<file path="src/verilog/core_pkg.sv">
package core_pkg;

    localparam int COUNT_W = 16;

    typedef logic [COUNT_W-1:0] count_t;

    typedef logic [2:0] alu_src_t;
    localparam alu_src_t SRC_REG2   = 3'b000;
    localparam alu_src_t SRC_IMM5_S = 3'b001;
    localparam alu_src_t SRC_IMM5_Z = 3'b010;
    localparam alu_src_t SRC_IMM8_S = 3'b011;
    localparam alu_src_t SRC_IMM8_Z = 3'b100;
    localparam alu_src_t SRC_ZERO   = 3'b101;
    localparam alu_src_t SRC_DC     = 3'b110; // Don't care

    typedef logic [1:0] reg_dst_t;
    localparam reg_dst_t DST_B42  = 2'b00;
    localparam reg_dst_t DST_B75  = 2'b01;
    localparam reg_dst_t DST_B108 = 2'b10;
    localparam reg_dst_t DST_R7   = 2'b11;

    typedef logic [1:0] pc_src_t;
    localparam pc_src_t PC_SEQ = 2'b00;
    localparam pc_src_t PC_BR  = 2'b01;
    localparam pc_src_t PC_JD  = 2'b10; // pc+1 plus disp11
    localparam pc_src_t PC_JR  = 2'b11; // Rs plus disp8

    typedef enum logic [2:0] {IDLE, FETCH, EXEC, WB, HALT, FAULT} core_state_t;

endpackage

</file>
<file path="src/verilog/seq_fsm.sv">
`timescale 1ns/100ps

module seq_fsm import core_pkg::*; (
    input  logic        clk,
    input  logic        rst,
    input  logic        start,
    input  logic        dump,
    input  logic        err,
    output core_state_t state,
    output logic        fetch_en,
    output logic        exec_en,
    output logic        wb_en,
    output logic        halted,
    output logic        error
);

    core_state_t state_next;

    always_comb begin
        state_next = state;
        case (state)
            IDLE:  if (start) state_next = FETCH;
            FETCH: state_next = EXEC;
            EXEC: begin
                if (err) begin
                    state_next = FAULT;
                end else if (dump) begin
                    state_next = HALT;
                end else begin
                    state_next = WB;
                end
            end
            WB:      state_next = FETCH;
            default: state_next = state;    // HALT and FAULT hold
        endcase
    end

    always_ff @(posedge clk) begin
        if (rst) begin
            state <= IDLE;
        end else begin
            state <= state_next;
        end
    end

    assign fetch_en = (state == FETCH);
    assign exec_en  = (state == EXEC);
    assign wb_en    = (state == WB);
    assign halted   = (state == HALT) || (state == FAULT);
    assign error    = (state == FAULT);

endmodule
</file>
<file path="config.mk">
export PLATFORM = sky130hd
export DESIGN_NAME = seq_fsm
export DESIGN_NICKNAME = d
export VERILOG_FILES = /design/src/verilog/core_pkg.sv /design/src/verilog/seq_fsm.sv
export SDC_FILE = /design/constraint.sdc
export NUM_CORES = 1
export LEC_CHECK = 0
export BUFFER_PORTS_ARGS = -buffer_cell sky130_fd_sc_hd__buf_4
export CAP_MARGIN = 20
export CORE_AREA = 2 2 39 41
export CTS_BUF_LIST = sky130_fd_sc_hd__clkbuf_16
export CTS_CLUSTER_DIAMETER = 120
export CTS_CLUSTER_SIZE = 25
export DETAILED_ROUTE_END_ITERATION = 7
export DIE_AREA = 0 0 41 43
export PLACE_DENSITY = 0.42
export SYNTH_ARGS = -nofsm -noshare
export SYNTH_HDL_FRONTEND = slang
export SYNTH_SLANG_ARGS = --single-unit
</file>
<file path="constraint.sdc">
create_clock -name clk -period 1.2 [get_ports clk]
set_input_delay 0.12 -clock clk [delete_from_list [all_inputs] [get_ports clk]]
set_output_delay 0.12 -clock clk [all_outputs]
set_load 0.05 [all_outputs]
</file>
==> flow_summary.toml <==
[final_layout]
largest_registers = "state x3"
drive_gt1_share_pct = 79.1
largest_reg_flops = 3
final_nets = 49
layout.cells.most_common_list = "buf_4 (12), buf_6 (4), clkbuf_16 (3), buf_8 (3), dfxtp_4 (3)"
syn2layout_area_growth_pct = 202
final_common_cell = "buf_4"
antenna_cells = 0
regMostFlops = "state"

[worst_hold_path]
hp-start = "rst"
min_path_type = "in -> reg"

[placed_design]
pre_cts_ws_ns = 0.0687
place.gp.congestion = 0.617
hpwl_um = 453
port-buffer-count = 12

[power]
p_leak_uw = 0.000214
power.total_uw = 896
p_per_area_nw_per_um2 = 1810
max-vdd-ir-drop_mv = 0.775

[route]
wl_per_cell_um = 10.8
drt_iter0_drc = 2
dr_total_vias = 242
drtAntennaViolNets = 0
viasPerCell = 4.10
drt-total-wl_um = 639
dr.pass1.iters = 2
drc = 0

[global_route]
grt-ovfl-total = 0
grt_pass1_wl_mm = 1.06
grt_max_degree = 8
antenna_found_initial = 0
grt_pass1_vias = 268
grt_use_total_pct = 9.73

[floorplan]
die_w_um = 41
rows = 14
core_um2 = 1380
ios = 13
start_util_pct = 11.8
dieArea_um2 = 1760
die_h_um = 43

[timing]
rsz0062_at_grt = "true"
finalHoldViolations = 0
worst_slack_ns = -0.115
fmax_mhz = 760
fin_crit_sh_pct = 110
period_minus_slack_ns = 1.32
setup_violations = 2
slew_headroom_pct = 78.8
skew_ns = 0.00508
slew_viol_final = 0
tightest_slew_ns = 0.317

[clocking]
root_buffer = "clkbuf_16"
cts_tree = "built"
cts_sinks = 3
cts_buffers = 3
clk_pin_slew_worst_paths_ns = 0.03
clk_path_buf_depth = 2
worst_skew_pair.late_latency_ns = 0.22
htreeDepth = 1

[critical_path]
worstPathArrival_ns = 1.20
end_kind = "output port"
reg2reg_setup_slack_ns = 0.12
critPathLaunch = "state[2]"
critPathRequiredTime_ns = 1.08
crit_type = "reg -> out"
r2r-start = "state[0]"
start_kind = "flop"
crit_fanout = 4

[yosys]
post-synth-top-area-fraction_pct = 36.6
ys_seq_area_share_pct = 36.6
synthCells = 20
syn_avg_cell_area_um2 = 8.20
syn_area_um2 = 164
synth_top_cell_by_area = "dfxtp_1"
synthDistinctLibCells = 14
yosysWarnings = 0
syn_nets = 25
ys_ff_latch = 3
yosys-top-cells-area = "dfxtp_1 (37%), a2111oi_2 (9.2%), and3_2 (9.2%)"

[status]
violations = "negative setup slack"
status = "finished with violations"

[flow_run]
drv_cap = 0
## worst paths after layout
path                    to  depth (start not counted)
hold / removal    state[1]                          2
setup / recovery  fetch_en                          3
setup reg to reg  state[0]                          4
hold reg to reg   state[0]                          2
## per-layer routing
layer,routed length (um),global-route usage [%]
met4,0,6.00
met3,78,8.38
met1,233,8.33
met2,328,14.4
met5,0,0
## where the power goes
group	leakage, uW	total, uW	switching, uW	internal, uW
sequential	0.0000267	127	15.2	112
combinational	0.000145	249	142	107
clock	0.0000423	520	90.0	430
## worst max-delay path: stages (launching register included)
cell and delay, ns:
dfxtp_4 0.35, or3_4 0.41, clkinvlp_4 0.09, buf_8 0.13
## cell families after synthesis
logic type | count (synthesis) | synth area share [%]
buf+inv | 3 | 6.87
simple gates | 8 | 30.5
compound gates | 6 | 25.9
flops | 3 | 36.6
## final cells by class
class | instances | area [um2]
multi-input cells | 14 | 124
inverters | 3 | 21.3
clock inverters | 1 | 3.75
clock buffers | 3 | 75.1
fillers | 145 | 888
flip-flops and latches | 3 | 71.3
repair buffers | 19 | 180
well taps | 16 | 20.0
## stage by stage
stage	utilization (%)	hold slack [ns]	std cells	instance area, um2	setup TNS (ns)
after global placement	23.1	0.303	49	320	0
final	35.8	0.0762	59	495	-0.131
after global routing	35.8	0.0722	59	495	-0.298
after detailed placement	23.1	0.301	49	320	0
after CTS	34.7	0.0656	58	480	-0.138
after floorplan	-	0.179	20	203	-0.0125
## timing repair
| action | CTS | global route |
|---|---|---|
| resized for setup | 12 | 2 |
| setup endpoints to repair | 4 | 5 |
| setup buffers | 5 | 1 |
| pin swaps | 1 | 2 |
| hold buffers | 0 | 0 |
## cell usage after synthesis, drive strengths merged
| cell type | n |
|---|---|
| a2111oi | 1 |
| a211oi | 1 |
| a21oi | 2 |
| and3 | 2 |
| and3b | 1 |
| dfxtp | 3 |
| inv | 3 |
| nor2 | 1 |
| nor2b | 1 |
| nor3 | 2 |
| o21ai | 2 |
| or3 | 1 |
(Power assumes the default switching activity.)
