==> config.mk <==
export PLATFORM = sky130hd
export DESIGN_NAME = alu
export DESIGN_NICKNAME = d
export VERILOG_FILES = /design/src/verilog/isa_pkg.sv /design/src/verilog/alu.sv
export SDC_FILE = /design/constraint.sdc
export NUM_CORES = 1
export LEC_CHECK = 0
export ABC_AREA = 1
export BUFFER_PORTS_ARGS = -buffer_cell sky130_fd_sc_hd__buf_4
export CORE_ASPECT_RATIO = 1.1
export CORE_MARGIN = 2
export CORE_UTILIZATION = 45
export DETAILED_ROUTE_END_ITERATION = 7
export PLACE_DENSITY_LB_ADDON = 0.15
export SLEW_MARGIN = 20
export SYNTH_ARGS = -nofsm -noshare
export SYNTH_HDL_FRONTEND = slang
export SYNTH_SLANG_ARGS = --single-unit
==> constraint.sdc <==
create_clock -name vclk -period 4.1
set_input_delay 0.82 -clock vclk [all_inputs]
set_output_delay 0.82 -clock vclk [all_outputs]
set_load 0.05 [all_outputs]
==> src/verilog/isa_pkg.sv <==
package isa_pkg;

    typedef logic [15:0] word_t;
    typedef logic [2:0]  reg_addr_t;
    typedef logic [4:0]  opcode_t;
    typedef logic [1:0]  func_t;

    localparam opcode_t OP_HALT  = 5'b00000;
    localparam opcode_t OP_NOP   = 5'b00001;
    localparam opcode_t OP_ADDI  = 5'b01000;
    localparam opcode_t OP_SUBI  = 5'b01001;
    localparam opcode_t OP_XORI  = 5'b01010;
    localparam opcode_t OP_ANDNI = 5'b01011;
    localparam opcode_t OP_ROLI  = 5'b10100;
    localparam opcode_t OP_SLLI  = 5'b10101;
    localparam opcode_t OP_RORI  = 5'b10110;
    localparam opcode_t OP_SRLI  = 5'b10111;
    localparam opcode_t OP_ST    = 5'b10000;
    localparam opcode_t OP_LD    = 5'b10001;
    localparam opcode_t OP_STU   = 5'b10011;
    localparam opcode_t OP_ADD   = 5'b11011; // R-format arithmetic group
    localparam opcode_t OP_SUB   = 5'b11011;
    localparam opcode_t OP_XOR   = 5'b11011;
    localparam opcode_t OP_ANDN  = 5'b11011;
    localparam opcode_t OP_ROL   = 5'b11010; // R-format shift group
    localparam opcode_t OP_SLL   = 5'b11010;
    localparam opcode_t OP_ROR   = 5'b11010;
    localparam opcode_t OP_SRL   = 5'b11010;
    localparam opcode_t OP_BEQZ  = 5'b01100;
    localparam opcode_t OP_BNEZ  = 5'b01101;
    localparam opcode_t OP_BLTZ  = 5'b01110;
    localparam opcode_t OP_BGEZ  = 5'b01111;
    localparam opcode_t OP_LBI   = 5'b11000;
    localparam opcode_t OP_SLBI  = 5'b10010;
    localparam opcode_t OP_J     = 5'b00100;
    localparam opcode_t OP_JR    = 5'b00101;
    localparam opcode_t OP_JAL   = 5'b00110;
    localparam opcode_t OP_JALR  = 5'b00111;

    localparam func_t FN_ADD  = 2'b00;
    localparam func_t FN_SUB  = 2'b01;
    localparam func_t FN_XOR  = 2'b10;
    localparam func_t FN_ANDN = 2'b11;
    localparam func_t FN_ROL  = 2'b00;
    localparam func_t FN_SLL  = 2'b01;
    localparam func_t FN_ROR  = 2'b10;
    localparam func_t FN_SRL  = 2'b11;

endpackage

==> src/verilog/alu.sv <==
`timescale 1ns/100ps

module alu import isa_pkg::*; (
    input  word_t   a,
    input  word_t   b,
    input  opcode_t opcode,
    input  func_t   func,
    input  logic    inv_a,
    input  logic    inv_b,
    input  logic    cin,
    output word_t   result
);

    word_t       a_i;
    word_t       b_i;
    word_t       sum;
    logic [3:0]  amt;
    logic [31:0] dbl;
    logic [31:0] rot_l;
    logic [31:0] rot_r;
    logic        r_fmt;
    func_t       sub_op;

    assign a_i   = inv_a ? ~a : a;
    assign b_i   = inv_b ? ~b : b;
    assign sum   = a_i + b_i + {15'd0, cin};
    assign amt   = b[3:0];
    assign dbl   = {a, a};
    assign rot_l = dbl << amt;
    assign rot_r = dbl >> amt;

    // R-format takes the op from func, I-format from the opcode low bits
    assign r_fmt  = (opcode == OP_ADD) || (opcode == OP_ROL);
    assign sub_op = r_fmt ? func : opcode[1:0];

    always_comb begin
        if (opcode == OP_LBI) begin
            result = b;
        end else if (opcode == OP_SLBI) begin
            result = {a[7:0], 8'h00} | b;
        end else if (opcode == OP_ROL || opcode[4:2] == 3'b101) begin
            case (sub_op)
                FN_ROL:  result = rot_l[31:16];
                FN_SLL:  result = a << amt;
                FN_ROR:  result = rot_r[15:0];
                default: result = a >> amt;     // SRL
            endcase
        end else if (opcode == OP_ADD || opcode[4:2] == 3'b010) begin
            case (sub_op)
                FN_XOR:  result = a_i ^ b_i;
                FN_ANDN: result = a_i & b_i;    // B already inverted
                default: result = sum;
            endcase
        end else begin
            result = sum;                       // Memory address
        end
    end

endmodule

==> summary.txt, run 1 <==
Floorplanning
  – Die area: 9150 sq um
  – Starting Density: 45.7%
  – Row Count: 35
  – Core box area: 8280 sq um
  – Die Y: 100 um
  – I/O pin total: 58
  – Die width: 91.4 um

Finish
  – Final std cells w/o fill: 906
  – Filler cells: 912
  – Area delta synth->final: 20.4%
  – Post-route cell area: 4550 sq um
  – Sequential cell count: 0
  – Register area: 0 sq um
  – Clock buffer count: 0
  – Layout cells sized above 1: 17.7%
  – Antenna Cells: 0
  – Layout Nets: 857

Timing
  – Setup TNS: 0 ns
  – Fin. Hold Viols: 0
  – Final setup margin: 0.0707 ns
  – RSZ-0062 raised after global routing: yes
  – Fmax: 0.248 GHz
  – Max_slew headroom: 62.2%
  – Final period util: 98.3%
  – Max-slew violations: 0
  – Worst slew pin tran: 0.567 ns
  – Crit path time final: 4.03 ns
  – Final Setup Violations: 0

Logic synthesis
  – Mapped Nets: 804
  – Post-synthesis cell type count: 47
  – Leading cell type by number of instances after synthesis: nand2_1
  – Syn_area_per_cell: 5.08 sq um
  – Sequential-to-total area share from yosys stat: 0%
  – YS warnings: 0
  – Synth area leaders: nand2_1, nand3_1, o21ai_0, xor2_1, a21oi_1
  – Top-area cell type share of the netlist area: 26.5%
  – Synthesized instance count: 744
  – Leading area contributor after synthesis: nand2_1
  – Synth cell count leaders: nand2_1, nand3_1, o21ai_0
  – Mapped cell area: 3780 sq um

Setup path
  – Worst endpoint required time: 3.28 ns
  – CP cell instances: buf_4 > buf_4 > xor2_1 > ha_1 > a21oi_1 > nand2_2 > nand2_1 > o211ai_1 > nand3_1 > nand2_1 > nand2_1 > nand3_1 > nand2_1 > nand2_1 > nand3_1 > nand2_1 > inv_1 > buf_4
  – CP Max Fanout: 5
  – CP Capture Type: output pin
  – Worst setup path class: in2out
  – Slowest-stage cell, CP: ha_1
  – CP delay by family, top: simple AND/OR/NAND/NOR gates
  – WP data arrival: 3.21 ns
  – Setup crit start kind: input pin
  – CP Buf/Inv Count: 4
  – Critical path's largest stage delay: 0.31 ns
  – Most common cell on crit path: nand2_1

Route
  – Drt pass-1 iters: 7
  – DR iter-0 viols: 365
  – Total number of vias: 5323
  – Via/cell ratio: 5.88
  – Post-route DRC: 0
  – Final ANT Viol Nets: 0
  – WL per Instance: 18.0 um
  – Drt total wl: 16300 um

Place
  – Placed cell areas: 4390 sq um
  – Port Buf Inserts: 58
  – Global placer's final weighted congestion: 1.01
  – Pre-CTS setup slack: -0.0322 ns
  – DP Cell Count: 902
  – Final HPWL DP: 12900 um

GRT
  – All-Layer GR Usage: 34.7%
  – Maximum number of pins on one net before global-route repair: 39
  – Vias in the first global route: 4922
  – Initial antenna violation count: 0
  – Grt total ovfl: 0
  – First-pass GRT wire length: 25300 um

Power
  – Worst vdd ir: 0.0878 mV
  – LEAKAGE: 2.36 nW
  – Power Density: 248 nW/um^2

Job
  – Max_cap viols: 0

Clock network
  – Cts hold-fix bufs: 0

Status
  – Status: completed

Min path
  – Hold crit path type: in2out
==> cells by family after synthesis <==
logic type | count (synthesis) | synth area share (%)
AND/OR/NAND/NOR | 425 | 48.9
multiplexers | 3 | 0.795
XOR/XNOR | 36 | 8.34
AO/OA/AOI/OAI | 160 | 23.2
buffers and inverters | 102 | 12.4
adder cells (fa/ha/maj) | 18 | 6.36
==> placed cells by master, fill, tap and decap left out, types with 5 or more instances in the layout <==
cell      synthesis  layout
nand2_1         267     262
nand3_1          87      86
buf_4             6      84
o21ai_0          62      60
inv_1            52      52
a21oi_1          54      50
nor2_1           39      37
xor2_1           33      30
o21ai_1          15      16
ha_1             16      13
nand4_1           8       8
nand2_2           2       7
inv_2             7       7
nor2_2            3       5
o211ai_1          5       5
==> repair_timing <==
| action | CTS | global route |
|---|---|---|
| buffers inserted | 0 | 4 |
| pin swaps | 0 | 5 |
| setup endpoints to repair | 3 | 11 |
| gates resized for setup | 1 | 29 |
==> layout make-up <==
| type | count | area, sq um | share of cell area, % |
|---|---|---|---|
| Tap cell | 111 | 139 | 3.05 |
| Timing Repair Buffer | 90 | 723 | 15.9 |
| Multi-Input combinational cell | 642 | 3440 | 75.6 |
| Inverter | 63 | 246 | 5.42 |
==> through the flow <==
step                      power (W)  hold WS [ns]  util [%]
after global routing        0.00122          2.02      55.0
final                       0.00113          2.00      55.0
after global placement      0.00105          2.01      53.1
after floorplan            0.000733          1.87         -
after detailed placement    0.00105          2.01      53.1
after CTS                   0.00106          2.01      53.2
==> path summary, 6_finish.rpt <==
kind / depth (start not counted) / startpoint / to
worst max-delay path: 18 / inv_a / result[9]
worst min-delay path: 4 / b[6] / result[6]
==> power breakdown <==
| group | internal (W) | switching [W] |
|---|---|---|
| Clock | 0 | 0 |
| Combinational | 0.000393 | 0.000737 |
| Sequential | 0 | 0 |
==> routing by layer <==
metal	track usage [%]	up-vias	routed length (um)
met2	62.2	281	7820
met1	41.9	2418	6410
li1	-	2565	-
met5	0	-	0
met3	3.15	59	1130
met4	16.8	0	960
(Power assumes the default switching activity.)
==> run 2: changes to the inputs <==
--- a/config.mk
+++ b/config.mk
@@ -6,7 +6,8 @@
 export NUM_CORES = 1
 export LEC_CHECK = 0
 export ABC_AREA = 1
-export BUFFER_PORTS_ARGS = -buffer_cell sky130_fd_sc_hd__buf_4
+export ABC_CLOCK_PERIOD_IN_PS = 4100
+export BUFFER_PORTS_ARGS = -buffer_cell sky130_fd_sc_hd__buf_2
 export CORE_ASPECT_RATIO = 1.1
 export CORE_MARGIN = 2
 export CORE_UTILIZATION = 45
==> run 2 against run 1 <==
- hold slack gained 0.0034 ns
- die area is the same
- first-iteration DRC count down 19%
- sequential share of layout area unchanged
- worst setup slack better by 0.047 ns
- global-route usage increased by 0.71 points
- total power fell by 3.7%
- largest power group unchanged
==> summary.txt, run 2 (synthesized netlist as in run 1, its figures left out) <==
Floorplanning
  – Die Y: 100 um (unchanged)
  – I/O pin total: 58 (unchanged)
  – Starting Density: 45.7% (unchanged)
  – Die width: 91.4 um (unchanged)
  – Die area: 9150 sq um (unchanged)
  – Row Count: 35 (unchanged)
  – Core box area: 8280 sq um (unchanged)

Route
  – Met1 WL: 6740 um (+5.1%)
  – WL per Instance: 17.9 um (-0.63%)
  – Metal3 WL: 873 um (-23%)
  – Met2 WL post-DR: 8020 um (+2.6%)
  – Post-route DRC: 0 (unchanged)
  – Drt total wl: 16400 um (+0.69%)
  – Total number of vias: 5319 (-0.075%)
  – Final ANT Viol Nets: 0 (unchanged)
  – Drt pass-1 iters: 5 (-2)
  – Highest metal used: met4
  – DR iter-0 viols: 295 (-19%)
  – Via/cell ratio: 5.79 (-1.4%)

Finish
  – Sequential cell count: 0 (unchanged)
  – Register area: 0 sq um (unchanged)
  – Area delta synth->final: 18.0%
  – Commonest cells after routing, fill and taps aside: nand2_1, nand3_1, o21ai_0
  – Layout Nets: 869 (+1.4%)
  – Filler cells: 922 (+1.1%)
  – Final std cells w/o fill: 918 (+1.3%)
  – Clock buffer count: 0 (unchanged)
  – Most common cell after layout, fill and taps aside: nand2_1
  – Antenna Cells: 0 (unchanged)
  – Layout cells sized above 1: 18.6% (+0.85 points)
  – Multi-input gate area: 3410 sq um (-0.80%)

Timing
  – Final period util: 97.1% (-1.2 points)
  – Fin. Hold Viols: 0 (unchanged)
  – Fmax: 0.251 GHz (+1.2%)
  – Final Setup Violations: 0 (unchanged)
  – Crit path time final: 3.98 ns (-0.0474 ns)
  – RSZ-0062 raised after global routing: yes
  – Max_slew headroom: 63.2% (+1.1 points)
  – Setup TNS: 0 ns (unchanged)
  – Max-slew violations: 0 (unchanged)
  – Worst slew pin tran: 0.551 ns (-0.0162 ns)

Setup path
  – Setup crit start kind: input pin
  – Critical path's largest stage delay: 0.38 ns (+0.07 ns)
  – CP delay by family, top: simple AND/OR/NAND/NOR gates
  – Worst setup path class: in2out
  – Most common cell on crit path: nand2_1
  – Slowest-stage cell, CP: ha_1
  – CP Max Fanout: 12 (+7)
  – CP Capture Type: output pin
  – CP cell instances: buf_2 > buf_8 > buf_4 > xor2_1 > ha_1 > nand2_1 > nand2_1 > nand3_1 > nand2_1 > a21oi_1 > nand2_1 > nand2_1 > nand3_1 > nand2_1 > nand2_1 > nand3_1 > nand2_1 > inv_1 > clkbuf_4
  – WP data arrival: 3.16 ns (-0.05 ns)
  – CP Buf/Inv Count: 5 (+1)
  – Worst endpoint required time: 3.28 ns (about the same)

Power
  – Power Density: 244 nW/um^2 (-1.7%)
  – Switch share: 66.2% (+1.0 points)
  – LEAKAGE: 2.36 nW (about the same)
  – Worst vdd ir: 0.102 mV (+17%)
  – Internal power: 0.000368 W (-6.5%)
  – Sequential Power Share: 0% (unchanged)
  – Total net switching power: 0.000721 W (-2.2%)
  – Combinational Power Share: 100.0% (about the same)
  – Clk pwr share: 0% (unchanged)

Place
  – Final HPWL DP: 13200 um (+1.7%)
  – Port Buf Inserts: 58 (unchanged)
  – Global placer's final weighted congestion: 1.03 (+1.0%)
  – DP Cell Count: 916 (+1.6%)

Clock network
  – Cts hold-fix bufs: 0 (unchanged)

GRT
  – All-Layer GR Usage: 35.5% (+0.71 points)
  – Vias in the first global route: 4884 (-0.77%)
  – Initial antenna violation count: 0 (unchanged)
  – First-pass GRT wire length: 25800 um (+1.7%)
  – Grt total ovfl: 0 (unchanged)
  – Maximum number of pins on one net before global-route repair: 40 (+2.6%)

Min path
  – Hold crit path type: in2out

Status
  – Status: completed

Job
  – Max_cap viols: 0 (unchanged)
==> run 2: changes by cell type in the layout (fill, tap and decap cells not counted), sizes merged <==
cell,previous run,this run
clkbuf,0,5
buf,90,97
==> run 2: what timing repair did <==
| item | CTS | global route |
|---|---|---|
| setup endpoints to repair | 4 | 11 |
| setup buffers | 0 | 2 |
| gates resized for setup | 5 | 27 |
| pin swaps | 0 | 4 |
==> run 2: stage by stage <==
stage	area, sq um	setup WS [ns]	total power [W]	utilization [%]	hold WS, ns
finish	4460	0.118	0.00109	53.9	2.00
global route	4460	-0.0316	0.00118	53.9	2.02
CTS	4350	0.0112	0.00104	52.5	2.03
detailed placement	4330	-0.121	0.00102	52.3	2.05
global placement	4330	-0.0154	0.00102	52.3	2.05
floorplan	3800	0.0568	0.000733	-	1.87
==> run 2: tightest hold or removal path, stage by stage <==
cell and delay (ns):
buf_2 0.09, nand2_1 0.06, nand2_2 0.06, buf_6 0.15
==> run 2: path summary, 6_finish.rpt <==
kind	startpoint	endpoint	slack, ns	depth (start not counted)
max	inv_b	result[15]	0.12	19
min	b[6]	result[6]	2.00	4
==> run 2: layer usage <==
layer  track usage (%)  up-vias
li1                  -     2581
met2              64.6      235
met5                 0        -
met4              13.9        0
met1              44.4     2455
met3             0.976       48
==> run 2: cell type report <==
cell class | count | share of cell area [%]
Timing Repair Buffer | 102 | 14.8
Inverter | 63 | 5.53
Multi-Input combinational cell | 642 | 76.6
Tap cell | 111 | 3.12
==> run 2: power groups by stage <==
stage	clock [W]	sequential [W]	combinational [W]
6_report	0	0	0.00109
2_1_floorplan	0	0	0.000733
3_3_place_gp	0	0	0.00102
3_5_place_dp	0	0	0.00102
5_1_grt	0	0	0.00118
4_1_cts	0	0	0.00104
