**src/verilog/core_pkg.sv**
```systemverilog
package core_pkg;

    localparam int COUNT_W = 16;

    typedef logic [COUNT_W-1:0] count_t;

    typedef logic [2:0] alu_src_t;
    localparam alu_src_t SRC_REG2   = 3'b000;
    localparam alu_src_t SRC_IMM5_S = 3'b001;
    localparam alu_src_t SRC_IMM5_Z = 3'b010;
    localparam alu_src_t SRC_IMM8_S = 3'b011;
    localparam alu_src_t SRC_IMM8_Z = 3'b100;
    localparam alu_src_t SRC_ZERO   = 3'b101;
    localparam alu_src_t SRC_DC     = 3'b110; // Don't care

    typedef logic [1:0] reg_dst_t;
    localparam reg_dst_t DST_B42  = 2'b00;
    localparam reg_dst_t DST_B75  = 2'b01;
    localparam reg_dst_t DST_B108 = 2'b10;
    localparam reg_dst_t DST_R7   = 2'b11;

    typedef logic [1:0] pc_src_t;
    localparam pc_src_t PC_SEQ = 2'b00;
    localparam pc_src_t PC_BR  = 2'b01;
    localparam pc_src_t PC_JD  = 2'b10; // pc+1 plus disp11
    localparam pc_src_t PC_JR  = 2'b11; // Rs plus disp8

    typedef enum logic [2:0] {IDLE, FETCH, EXEC, WB, HALT, FAULT} core_state_t;

endpackage

```
**src/verilog/isa_pkg.sv**
```systemverilog
package isa_pkg;

    typedef logic [15:0] word_t;
    typedef logic [2:0]  reg_addr_t;
    typedef logic [4:0]  opcode_t;
    typedef logic [1:0]  func_t;

    localparam opcode_t OP_HALT  = 5'b00000;
    localparam opcode_t OP_NOP   = 5'b00001;
    localparam opcode_t OP_ADDI  = 5'b01000;
    localparam opcode_t OP_SUBI  = 5'b01001;
    localparam opcode_t OP_XORI  = 5'b01010;
    localparam opcode_t OP_ANDNI = 5'b01011;
    localparam opcode_t OP_ROLI  = 5'b10100;
    localparam opcode_t OP_SLLI  = 5'b10101;
    localparam opcode_t OP_RORI  = 5'b10110;
    localparam opcode_t OP_SRLI  = 5'b10111;
    localparam opcode_t OP_ST    = 5'b10000;
    localparam opcode_t OP_LD    = 5'b10001;
    localparam opcode_t OP_STU   = 5'b10011;
    localparam opcode_t OP_ADD   = 5'b11011; // R-format arithmetic group
    localparam opcode_t OP_SUB   = 5'b11011;
    localparam opcode_t OP_XOR   = 5'b11011;
    localparam opcode_t OP_ANDN  = 5'b11011;
    localparam opcode_t OP_ROL   = 5'b11010; // R-format shift group
    localparam opcode_t OP_SLL   = 5'b11010;
    localparam opcode_t OP_ROR   = 5'b11010;
    localparam opcode_t OP_SRL   = 5'b11010;
    localparam opcode_t OP_BEQZ  = 5'b01100;
    localparam opcode_t OP_BNEZ  = 5'b01101;
    localparam opcode_t OP_BLTZ  = 5'b01110;
    localparam opcode_t OP_BGEZ  = 5'b01111;
    localparam opcode_t OP_LBI   = 5'b11000;
    localparam opcode_t OP_SLBI  = 5'b10010;
    localparam opcode_t OP_J     = 5'b00100;
    localparam opcode_t OP_JR    = 5'b00101;
    localparam opcode_t OP_JAL   = 5'b00110;
    localparam opcode_t OP_JALR  = 5'b00111;

    localparam func_t FN_ADD  = 2'b00;
    localparam func_t FN_SUB  = 2'b01;
    localparam func_t FN_XOR  = 2'b10;
    localparam func_t FN_ANDN = 2'b11;
    localparam func_t FN_ROL  = 2'b00;
    localparam func_t FN_SLL  = 2'b01;
    localparam func_t FN_ROR  = 2'b10;
    localparam func_t FN_SRL  = 2'b11;

endpackage

```
**src/verilog/master_ctrl.sv**
```systemverilog
`timescale 1ns/100ps

module master_ctrl import isa_pkg::*, core_pkg::*; (
    input  opcode_t  opcode,
    input  func_t    func,
    output alu_src_t alu_src,
    output logic     mem_write,
    output logic     reg_write,
    output logic     mem_to_reg,
    output reg_dst_t reg_dst,
    output logic     inv_a,
    output logic     inv_b,
    output logic     cin,
    output logic     dump,
    output logic     err,
    output pc_src_t  pc_src
);

    always_comb begin
        alu_src    = SRC_DC;
        mem_write  = 1'b0;
        reg_write  = 1'b0;
        mem_to_reg = 1'b0;
        reg_dst    = DST_B75;
        inv_a      = 1'b0;
        inv_b      = 1'b0;
        cin        = 1'b0;
        dump       = 1'b0;
        err        = 1'b0;
        pc_src     = PC_SEQ;
        case (opcode)
            OP_HALT: dump = 1'b1;
            OP_NOP: ;
            OP_ADDI: begin
                alu_src   = SRC_IMM5_S;
                reg_write = 1'b1;
            end
            OP_SUBI: begin              // imm minus Rs
                alu_src   = SRC_IMM5_S;
                reg_write = 1'b1;
                inv_a     = 1'b1;
                cin       = 1'b1;
            end
            OP_XORI: begin
                alu_src   = SRC_IMM5_Z;
                reg_write = 1'b1;
            end
            OP_ANDNI: begin
                alu_src   = SRC_IMM5_Z;
                reg_write = 1'b1;
                inv_b     = 1'b1;
            end
            OP_ROLI, OP_SLLI, OP_RORI, OP_SRLI: begin
                alu_src   = SRC_IMM5_Z;
                reg_write = 1'b1;
            end
            OP_ST: begin
                alu_src   = SRC_IMM5_S;
                mem_write = 1'b1;
                reg_dst   = DST_B108;   // Don't care
            end
            OP_LD: begin
                alu_src    = SRC_IMM5_S;
                reg_write  = 1'b1;
                mem_to_reg = 1'b1;
            end
            OP_STU: begin               // Address written back to Rs
                alu_src   = SRC_IMM5_S;
                mem_write = 1'b1;
                reg_write = 1'b1;
                reg_dst   = DST_B108;
            end
            OP_ADD: begin               // ADD, SUB, XOR, ANDN
                alu_src   = SRC_REG2;
                reg_write = 1'b1;
                reg_dst   = DST_B42;
                inv_a     = (func == FN_SUB);
                inv_b     = (func == FN_ANDN);
                cin       = (func == FN_SUB);
            end
            OP_ROL: begin               // ROL, SLL, ROR, SRL
                alu_src   = SRC_REG2;
                reg_write = 1'b1;
                reg_dst   = DST_B42;
            end
            OP_BEQZ, OP_BNEZ, OP_BLTZ, OP_BGEZ: begin
                alu_src = SRC_ZERO;
                reg_dst = DST_B108;
                inv_b   = 1'b1;
                cin     = 1'b1;
                pc_src  = PC_BR;
            end
            OP_LBI: begin
                alu_src   = SRC_IMM8_S;
                reg_write = 1'b1;
                reg_dst   = DST_B108;
            end
            OP_SLBI: begin
                alu_src   = SRC_IMM8_Z;
                reg_write = 1'b1;
                reg_dst   = DST_B108;
            end
            OP_J:  pc_src = PC_JD;
            OP_JR: pc_src = PC_JR;
            OP_JAL: begin
                reg_write = 1'b1;
                reg_dst   = DST_R7;
                pc_src    = PC_JD;
            end
            OP_JALR: begin
                reg_write = 1'b1;
                reg_dst   = DST_R7;
                pc_src    = PC_JR;
            end
            default: err = 1'b1;        // BTR, set ops, siic, rti
        endcase
    end

endmodule

```
**config.mk**
```make
export PLATFORM = sky130hd
export DESIGN_NAME = master_ctrl
export DESIGN_NICKNAME = d
export VERILOG_FILES = /design/src/verilog/core_pkg.sv /design/src/verilog/isa_pkg.sv /design/src/verilog/master_ctrl.sv
export SDC_FILE = /design/constraint.sdc
export NUM_CORES = 1
export LEC_CHECK = 0
export BUFFER_PORTS_ARGS = -buffer_cell sky130_fd_sc_hd__buf_2
export CAP_MARGIN = 20
export CORE_AREA = 10 10 47 49
export DETAILED_ROUTE_END_ITERATION = 10
export DIE_AREA = 0 0 57 59
export SYNTH_ARGS = -nofsm -noshare
export SYNTH_HDL_FRONTEND = slang
export SYNTH_SLANG_ARGS = --single-unit
```
**constraint.sdc**
```tcl
create_clock -name vclk -period 0.8
set_input_delay 0.04 -clock vclk [all_inputs]
set_output_delay 0.04 -clock vclk [all_outputs]
set_load 0.1 [all_outputs]
```
==> out/metrics.yaml, run 1 <==
run_status: "finished with violations"
failing_checks: "setup timing"
syn_area_sq_um: 298
detail-route-antenna-nets: 0
grt_setup_unrepaired: "yes"
critPathKind: "in2out"
share_comb_of_total_power: 1.000
slew_at_the_pin_with_the_worst_max_slew_slack_ns: 0.306
finish.net_count: 102
setup_violations: 15
cts_hold_buf: 0
power_density_nw_per_um2: 881
synthesis.nets: 54
pwr-share-seq: 0
floorplan.initialDensity: 0.213
syn_to_final_growth_pct: 285
maximum_number_of_pins_on_one_net_before_global_route_repair: 9
sequential_cell_area_sq_um: 0
synth_cell_types: 30
final_layout_size_suffix_gt1_frac: 0.839
yosysWarningCount: 0
placeableCoreArea_sq_um: 1400
worst_hold_path_type: "in2out"
die_width_um: 57
via_count: 573
initial_antenna_violation_count: 0
finalCriticalPeriod_ns: 1.06
std_cell_rows: 14
cell_types_with_the_largest_area_share_after_synthesis: "nand2_1 7.6%, nor2b_1 6.3%, buf_2 5.0%"
clock_buffer_count: 0
detail_route.iter0.violations: 9
p_sw_mw: 0.587
cp-start-kind: "primary input"
fmaxAchievable_mhz: 945
final_hold_viol_count: 0
buffer_ports.inserted: 22
synthMostInstantiatedCell: "nand2_1"
route.detailed.drc: 0
cell_internal_pwr_mw: 0.424
worst-endpoint-arrival_ns: 1.02
worst-endpoint-required_ns: 0.76
final-max-slew-violation-count: 0
p_leak_nw: 0.510
grt.total_usage: 0.103
drv.max_cap_violation_count: 0
globalRouteOverflowTotal: 0
synth_largest_type_area_fraction: 0.0756
synth_top_cells_by_count: "6 x nand2_1, 3 x buf_2, 3 x nor2_1, 3 x nor2b_1"
synth_seq_area_share: 0
grt_pass1_vias: 615
post_synth_inst_count: 47
ir_worst_vdd_mv: 0.507
crit_path_max_fanout: 5
routability_congestion: 0.839
antennaDiodeCount: 0
syn_area_per_cell_sq_um: 6.34
grt_pass1_wl_um: 3000
die-height_um: 59
die_area_sq_um: 3360
seq_cells: 0
yosys.area.top_type: "nand2_1"
design.portCount: 22
first_pass_iters: 3
sw_frac_of_total: 0.580
wirelength_um: 1900
placed_cells_incl_taps: 98
setup_slack_ns: -0.258
final.period_utilization: 1.32
report.power.total_mw: 1.01
max_slew_margin: 0.795
hpwl_after_detailed_placement_um: 1220
wire_per_inst_um: 17.4
detail_route.vias_per_cell: 5.26
worst_setup_path_end_kind: "output port"
final_non_filler_cell_total: 109
share_clk_of_total_power: 0
## timing repair
item | CTS | global route
endpoints found under the setup margin | 15 | 15
pin swaps | 12 | 11
resized for setup | 36 | 7
setup buffers | 10 | 1
hold endpoints to repair | 0 | 0
## worst max-delay path: stages
cell and delay (ns):
buf_12 0.10, buf_6 0.11, nor2_4 0.15, a21oi_2 0.08, o211ai_1 0.27, clkbuf_16 0.26
## metal layers
layer	wire [um]	track usage
met2	1100	0.211
met4	8	0.00336
met5	0	0
met1	711	0.111
met3	77	0.0172
## path summary, 6_finish.rpt
| path | startpoint | to | slack (ns) | cells past startpoint |
|---|---|---|---|---|
| hold / removal | opcode[4] | cin | 0.45 | 3 |
| setup / recovery | opcode[2] | reg_dst[1] | -0.26 | 6 |
## metrics by stage
step           setup TNS, ns   util  setup WS (ns)  hold WS, ns  cell area [sq um]
2_1_floorplan          -5.96      -          -1.08        0.342                460
6_report               -2.83  0.819         -0.258        0.449               1150
5_1_grt                -3.18  0.819         -0.279        0.457               1150
3_5_place_dp           -3.96  0.635         -0.378        0.544                890
4_1_cts                -3.15  0.796         -0.270        0.441               1120
3_3_place_gp           -3.63  0.635         -0.337        0.531                890
## area by class of cell
cell class         instances  area, sq um
multi-input cells         41          470
fillers                   75          254
well taps                 16         20.0
inverters                  2         11.3
repair buffers            50          646
## power by group through the flow
stage                     logic, mW  registers, mW  clock network, mW
after global placement        0.855              0                  0
after detailed placement      0.862              0                  0
after floorplan               0.548              0                  0
after global routing           1.04              0                  0
final                          1.01              0                  0
after CTS                     0.986              0                  0
## cells in the final DEF, fill, tap and decap left out, types with 3 or more instances in the layout
| master | netlist | routed |
|---|---|---|
| nand2_1 | 6 | 3 |
| buf_12 | 0 | 17 |
| nor2b_4 | 0 | 3 |
| buf_6 | 1 | 8 |
| buf_4 | 0 | 20 |
## cell families (layout without fill, tap and decap cells)
kind of cell           count (synthesis)  count (layout)  synth area share
multiplexers                           1               1            0.0336
AND/OR/NAND/NOR                       23              23             0.412
AO/OA/AOI/OAI                         17              17             0.441
buffers and inverters                  6              52             0.113
Note: power is estimated with default switching activity, not from simulation.
==> run 2, diff against run 1 <==
ABC_AREA = 1   (was unset)
==> out/metrics.yaml, run 2 <==
run_status: "did not finish"
lastStage: "5_1_grt"
error_message: "[ERROR DPL-0038] Utilization greater than 100%, impossible to legalize"
design.portCount: 22
die_width_um: 57
post_synth_inst_count: 75
grt-worst-endpoint: "alu_src[1]"
syn_area_sq_um: 340
synth_top_family_by_area: "simple AND/OR/NAND/NOR gates"
synth_largest_type_area_fraction: 0.243
placedInstanceArea_sq_um: 1080
yosys.area.top_type: "nand2_1"
synth_simple_gate_area_frac: 0.673
syn_area_per_cell_sq_um: 4.54
maximum_number_of_pins_on_one_net_before_global_route_repair: 9
synthMostInstantiatedCell: "nand2_1"
synthesized_area_fraction_occupied_by_ao_oa_aoi_and_oai_cells: 0.158
post_placement_setup_slack_ns: -0.384
hpwl_after_detailed_placement_um: 1540
routability_congestion: 0.853
die-height_um: 59
mux_contribution_to_synthesized_area: 0
synth_adder_area_share: 0
cts_hold_buf: 0
std_cell_rows: 14
buffer_ports.inserted: 22
synth_seq_area_share: 0
cell_types_with_the_largest_area_share_after_synthesis: "nand2_1 24%, nand3_1 12%, nor2_1 11%"
synth_top_cells_by_count: "22 x nand2_1, 10 x nor2_1, 8 x nand3_1"
synthesis.nets: 82
synth_cell_types: 15
floorplan.initialDensity: 0.243
yosysWarningCount: 0
synth_xor_xnor_area_share: 0
worst_path_end_type: "output port"
-- run 2: changes by cell type after synthesis, moves of 4 or more --
cell	previous run	this run
inv_1	2	7
inv_2	0	5
nand2_1	6	22
nand3_1	2	8
nand4_1	1	5
nor2_1	3	10
-- run 2: kinds of logic after synthesis --
logic type	after synthesis
buffers and inverters	14
and+or+nand+nor	51
AOI/OAI and AO/OA	10
-- run 2: what timing repair did --
action / CTS
gates resized for setup: 55
pin swaps: 18
gates cloned: 0
setup endpoints to repair: 15
setup buffers: 7
-- run 2: metrics by stage --
stage	instances	setup TNS [ns]
after CTS	142	-2.55
after detailed placement	136	-3.84
after global placement	136	-3.66
after floorplan	75	-3.57
==> run 3, diff against run 2 <==
CORE_AREA = 10 10 71 73   (was 10 10 47 49)
DIE_AREA = 0 0 81 83   (was 0 0 57 59)
PLACE_DENSITY_LB_ADDON = 0.15   (was unset)
clock period = 1.04 ns   (was 0.8 ns; I/O delays follow)
==> out/metrics.yaml, run 3 <==
run_status: "complete, no violations"
placeableCoreArea_sq_um: 3630
mux_contribution_to_synthesized_area: 0
final_layout_setup_total_negative_slack_ns: 0
seq_cells: 0
synthesized_area_fraction_occupied_by_ao_oa_aoi_and_oai_cells: 0.158
worst-endpoint-arrival_ns: 0.97
wirelength_um: 1840
die_width_um: 81
ir_worst_vdd_mv: 0.188
power_density_nw_per_um2: 715
cts_hold_buf: 0
grt_pass1_wl_um: 3060
grt_util_met3: 0.0108
max_slew_margin: 0.766
finish.net_count: 129
floorplan.initialDensity: 0.0937
grt.total_usage: 0.0524
placed_cells_incl_taps: 166
detail_route.vias_per_cell: 3.65
detail-route-antenna-nets: 0
synth_seq_area_share: 0
slew_at_the_pin_with_the_worst_max_slew_slack_ns: 0.348
timing.critical_path.from: "opcode[2]"
worst_setup_path_end_kind: "output port"
crit_path_max_fanout: 5
yosysWarningCount: 0
synth_top_family_by_area: "simple AND/OR/NAND/NOR gates"
setup_violations: 0
syn_area_per_cell_sq_um: 4.54
final_hold_viol_count: 0
final_layout_size_suffix_gt1_frac: 0.742
routability_congestion: 0.756
globalRouteOverflowTotal: 0
layout.cells.most_common: "buf_4"
synthesis.nets: 82
yosys.area.top_type: "nand2_1"
route.detailed.drc: 0
std_cell_rows: 22
maximum_number_of_pins_on_one_net_before_global_route_repair: 10
setup_slack_ns: 0.0134
final.period_utilization: 0.987
cp-start-kind: "primary input"
final-max-slew-violation-count: 0
via_count: 614
die_area_sq_um: 6720
gr_met1_demand_resource: 0.0652
synth_simple_gate_area_frac: 0.673
p_leak_nw: 0.566
holdCritStartpoint: "opcode[3]"
design.portCount: 22
grt_pass1_vias: 651
worst-endpoint-required_ns: 0.99
synth_xor_xnor_area_share: 0
syn_area_sq_um: 340
syn_to_final_growth_pct: 246
commonest_cells_after_routing_fill_and_taps_aside: "26 x buf_4, 18 x buf_12, 13 x nand2_1, 7 x nand2_4, 7 x nor2_4"
final_non_filler_cell_total: 168
wire_per_inst_um: 11.0
buffer_ports.inserted: 22
synthMostInstantiatedCell: "nand2_1"
first_pass_iters: 3
synth_largest_type_area_fraction: 0.243
detail_route.iter0.violations: 30
synth_cell_types: 15
grt_setup_unrepaired: "yes"
critPathKind: "in2out"
drv.max_cap_violation_count: 0
initial_antenna_violation_count: 0
clock_buffer_count: 0
post_placement_setup_slack_ns: -0.153
fmaxAchievable_mhz: 974
finalCriticalPeriod_ns: 1.03
cell_types_with_the_largest_area_share_after_synthesis: "nand2_1 24%, nand3_1 12%, nor2_1 11%"
worst_hold_path_type: "in2out"
synth_top_cells_by_count: "22 x nand2_1, 10 x nor2_1, 8 x nand3_1"
synth_adder_area_share: 0
antennaDiodeCount: 0
die-height_um: 83
hpwl_after_detailed_placement_um: 1590
post_synth_inst_count: 75
sequential_cell_area_sq_um: 0
gr-usage-met2: 0.0937
busiest_layer: "met2"
-- run 3: cell families (layout without fill, tap and decap cells) --
logic type,Yosys count,in the layout
AND/OR/NAND/NOR,51,51
buffers and inverters,14,59
AO/OA/AOI/OAI,10,10
-- run 3: final cells by class --
| type | count | area, sq um |
|---|---|---|
| inverters | 12 | 65.1 |
| well taps | 48 | 60.1 |
| fillers | 404 | 2460 |
| multi-input cells | 61 | 474 |
| repair buffers | 47 | 577 |
-- run 3: worst paths after layout --
path | depth (start not counted) | slack, ns | endpoint
worst max-delay path | 8 | 0.01 | reg_dst[0]
worst min-delay path | 4 | 0.54 | alu_src[2]
-- run 3: report_power, final --
part | total (mW) | internal [mW] | switching, mW
clock network | 0 | 0 | 0
registers | 0 | 0 | 0
logic | 0.842 | 0.315 | 0.527
total | 0.842 | 0.315 | 0.527
-- run 3: layer usage --
layer	up-vias	share of wire
met5	-	0
met4	0	0
met3	0	0.063
met2	12	0.51
met1	265	0.43
li1	337	-
-- run 3: timing repair --
| item | 4_1_cts | 5_1_grt |
|---|---|---|
| setup endpoints to repair | 10 | 10 |
| endpoints found under the hold margin | 0 | 0 |
| gates cloned | 0 | 0 |
| resized for setup | 25 | 17 |
| pin swaps | 10 | 13 |
| buffers inserted | 1 | 1 |
-- run 3: per-stage QoR --
stage / hold slack [ns] / util / power [mW] / instance area [sq um]
floorplan: 0.322 / - / 0.486 / 472
global placement: 0.606 / 0.278 / 0.780 / 1010
detailed placement: 0.594 / 0.278 / 0.781 / 1010
CTS: 0.571 / 0.303 / 0.819 / 1100
global route: 0.575 / 0.324 / 0.881 / 1180
finish: 0.540 / 0.324 / 0.842 / 1180
-- run 3: critical path, cell delays in order --
cell and delay, ns:
buf_12 0.11, nor2_4 0.17, nand2_4 0.09, nor2_4 0.12, nor2_4 0.05, nand4_1 0.14
nand2_4 0.07, buf_12 0.16
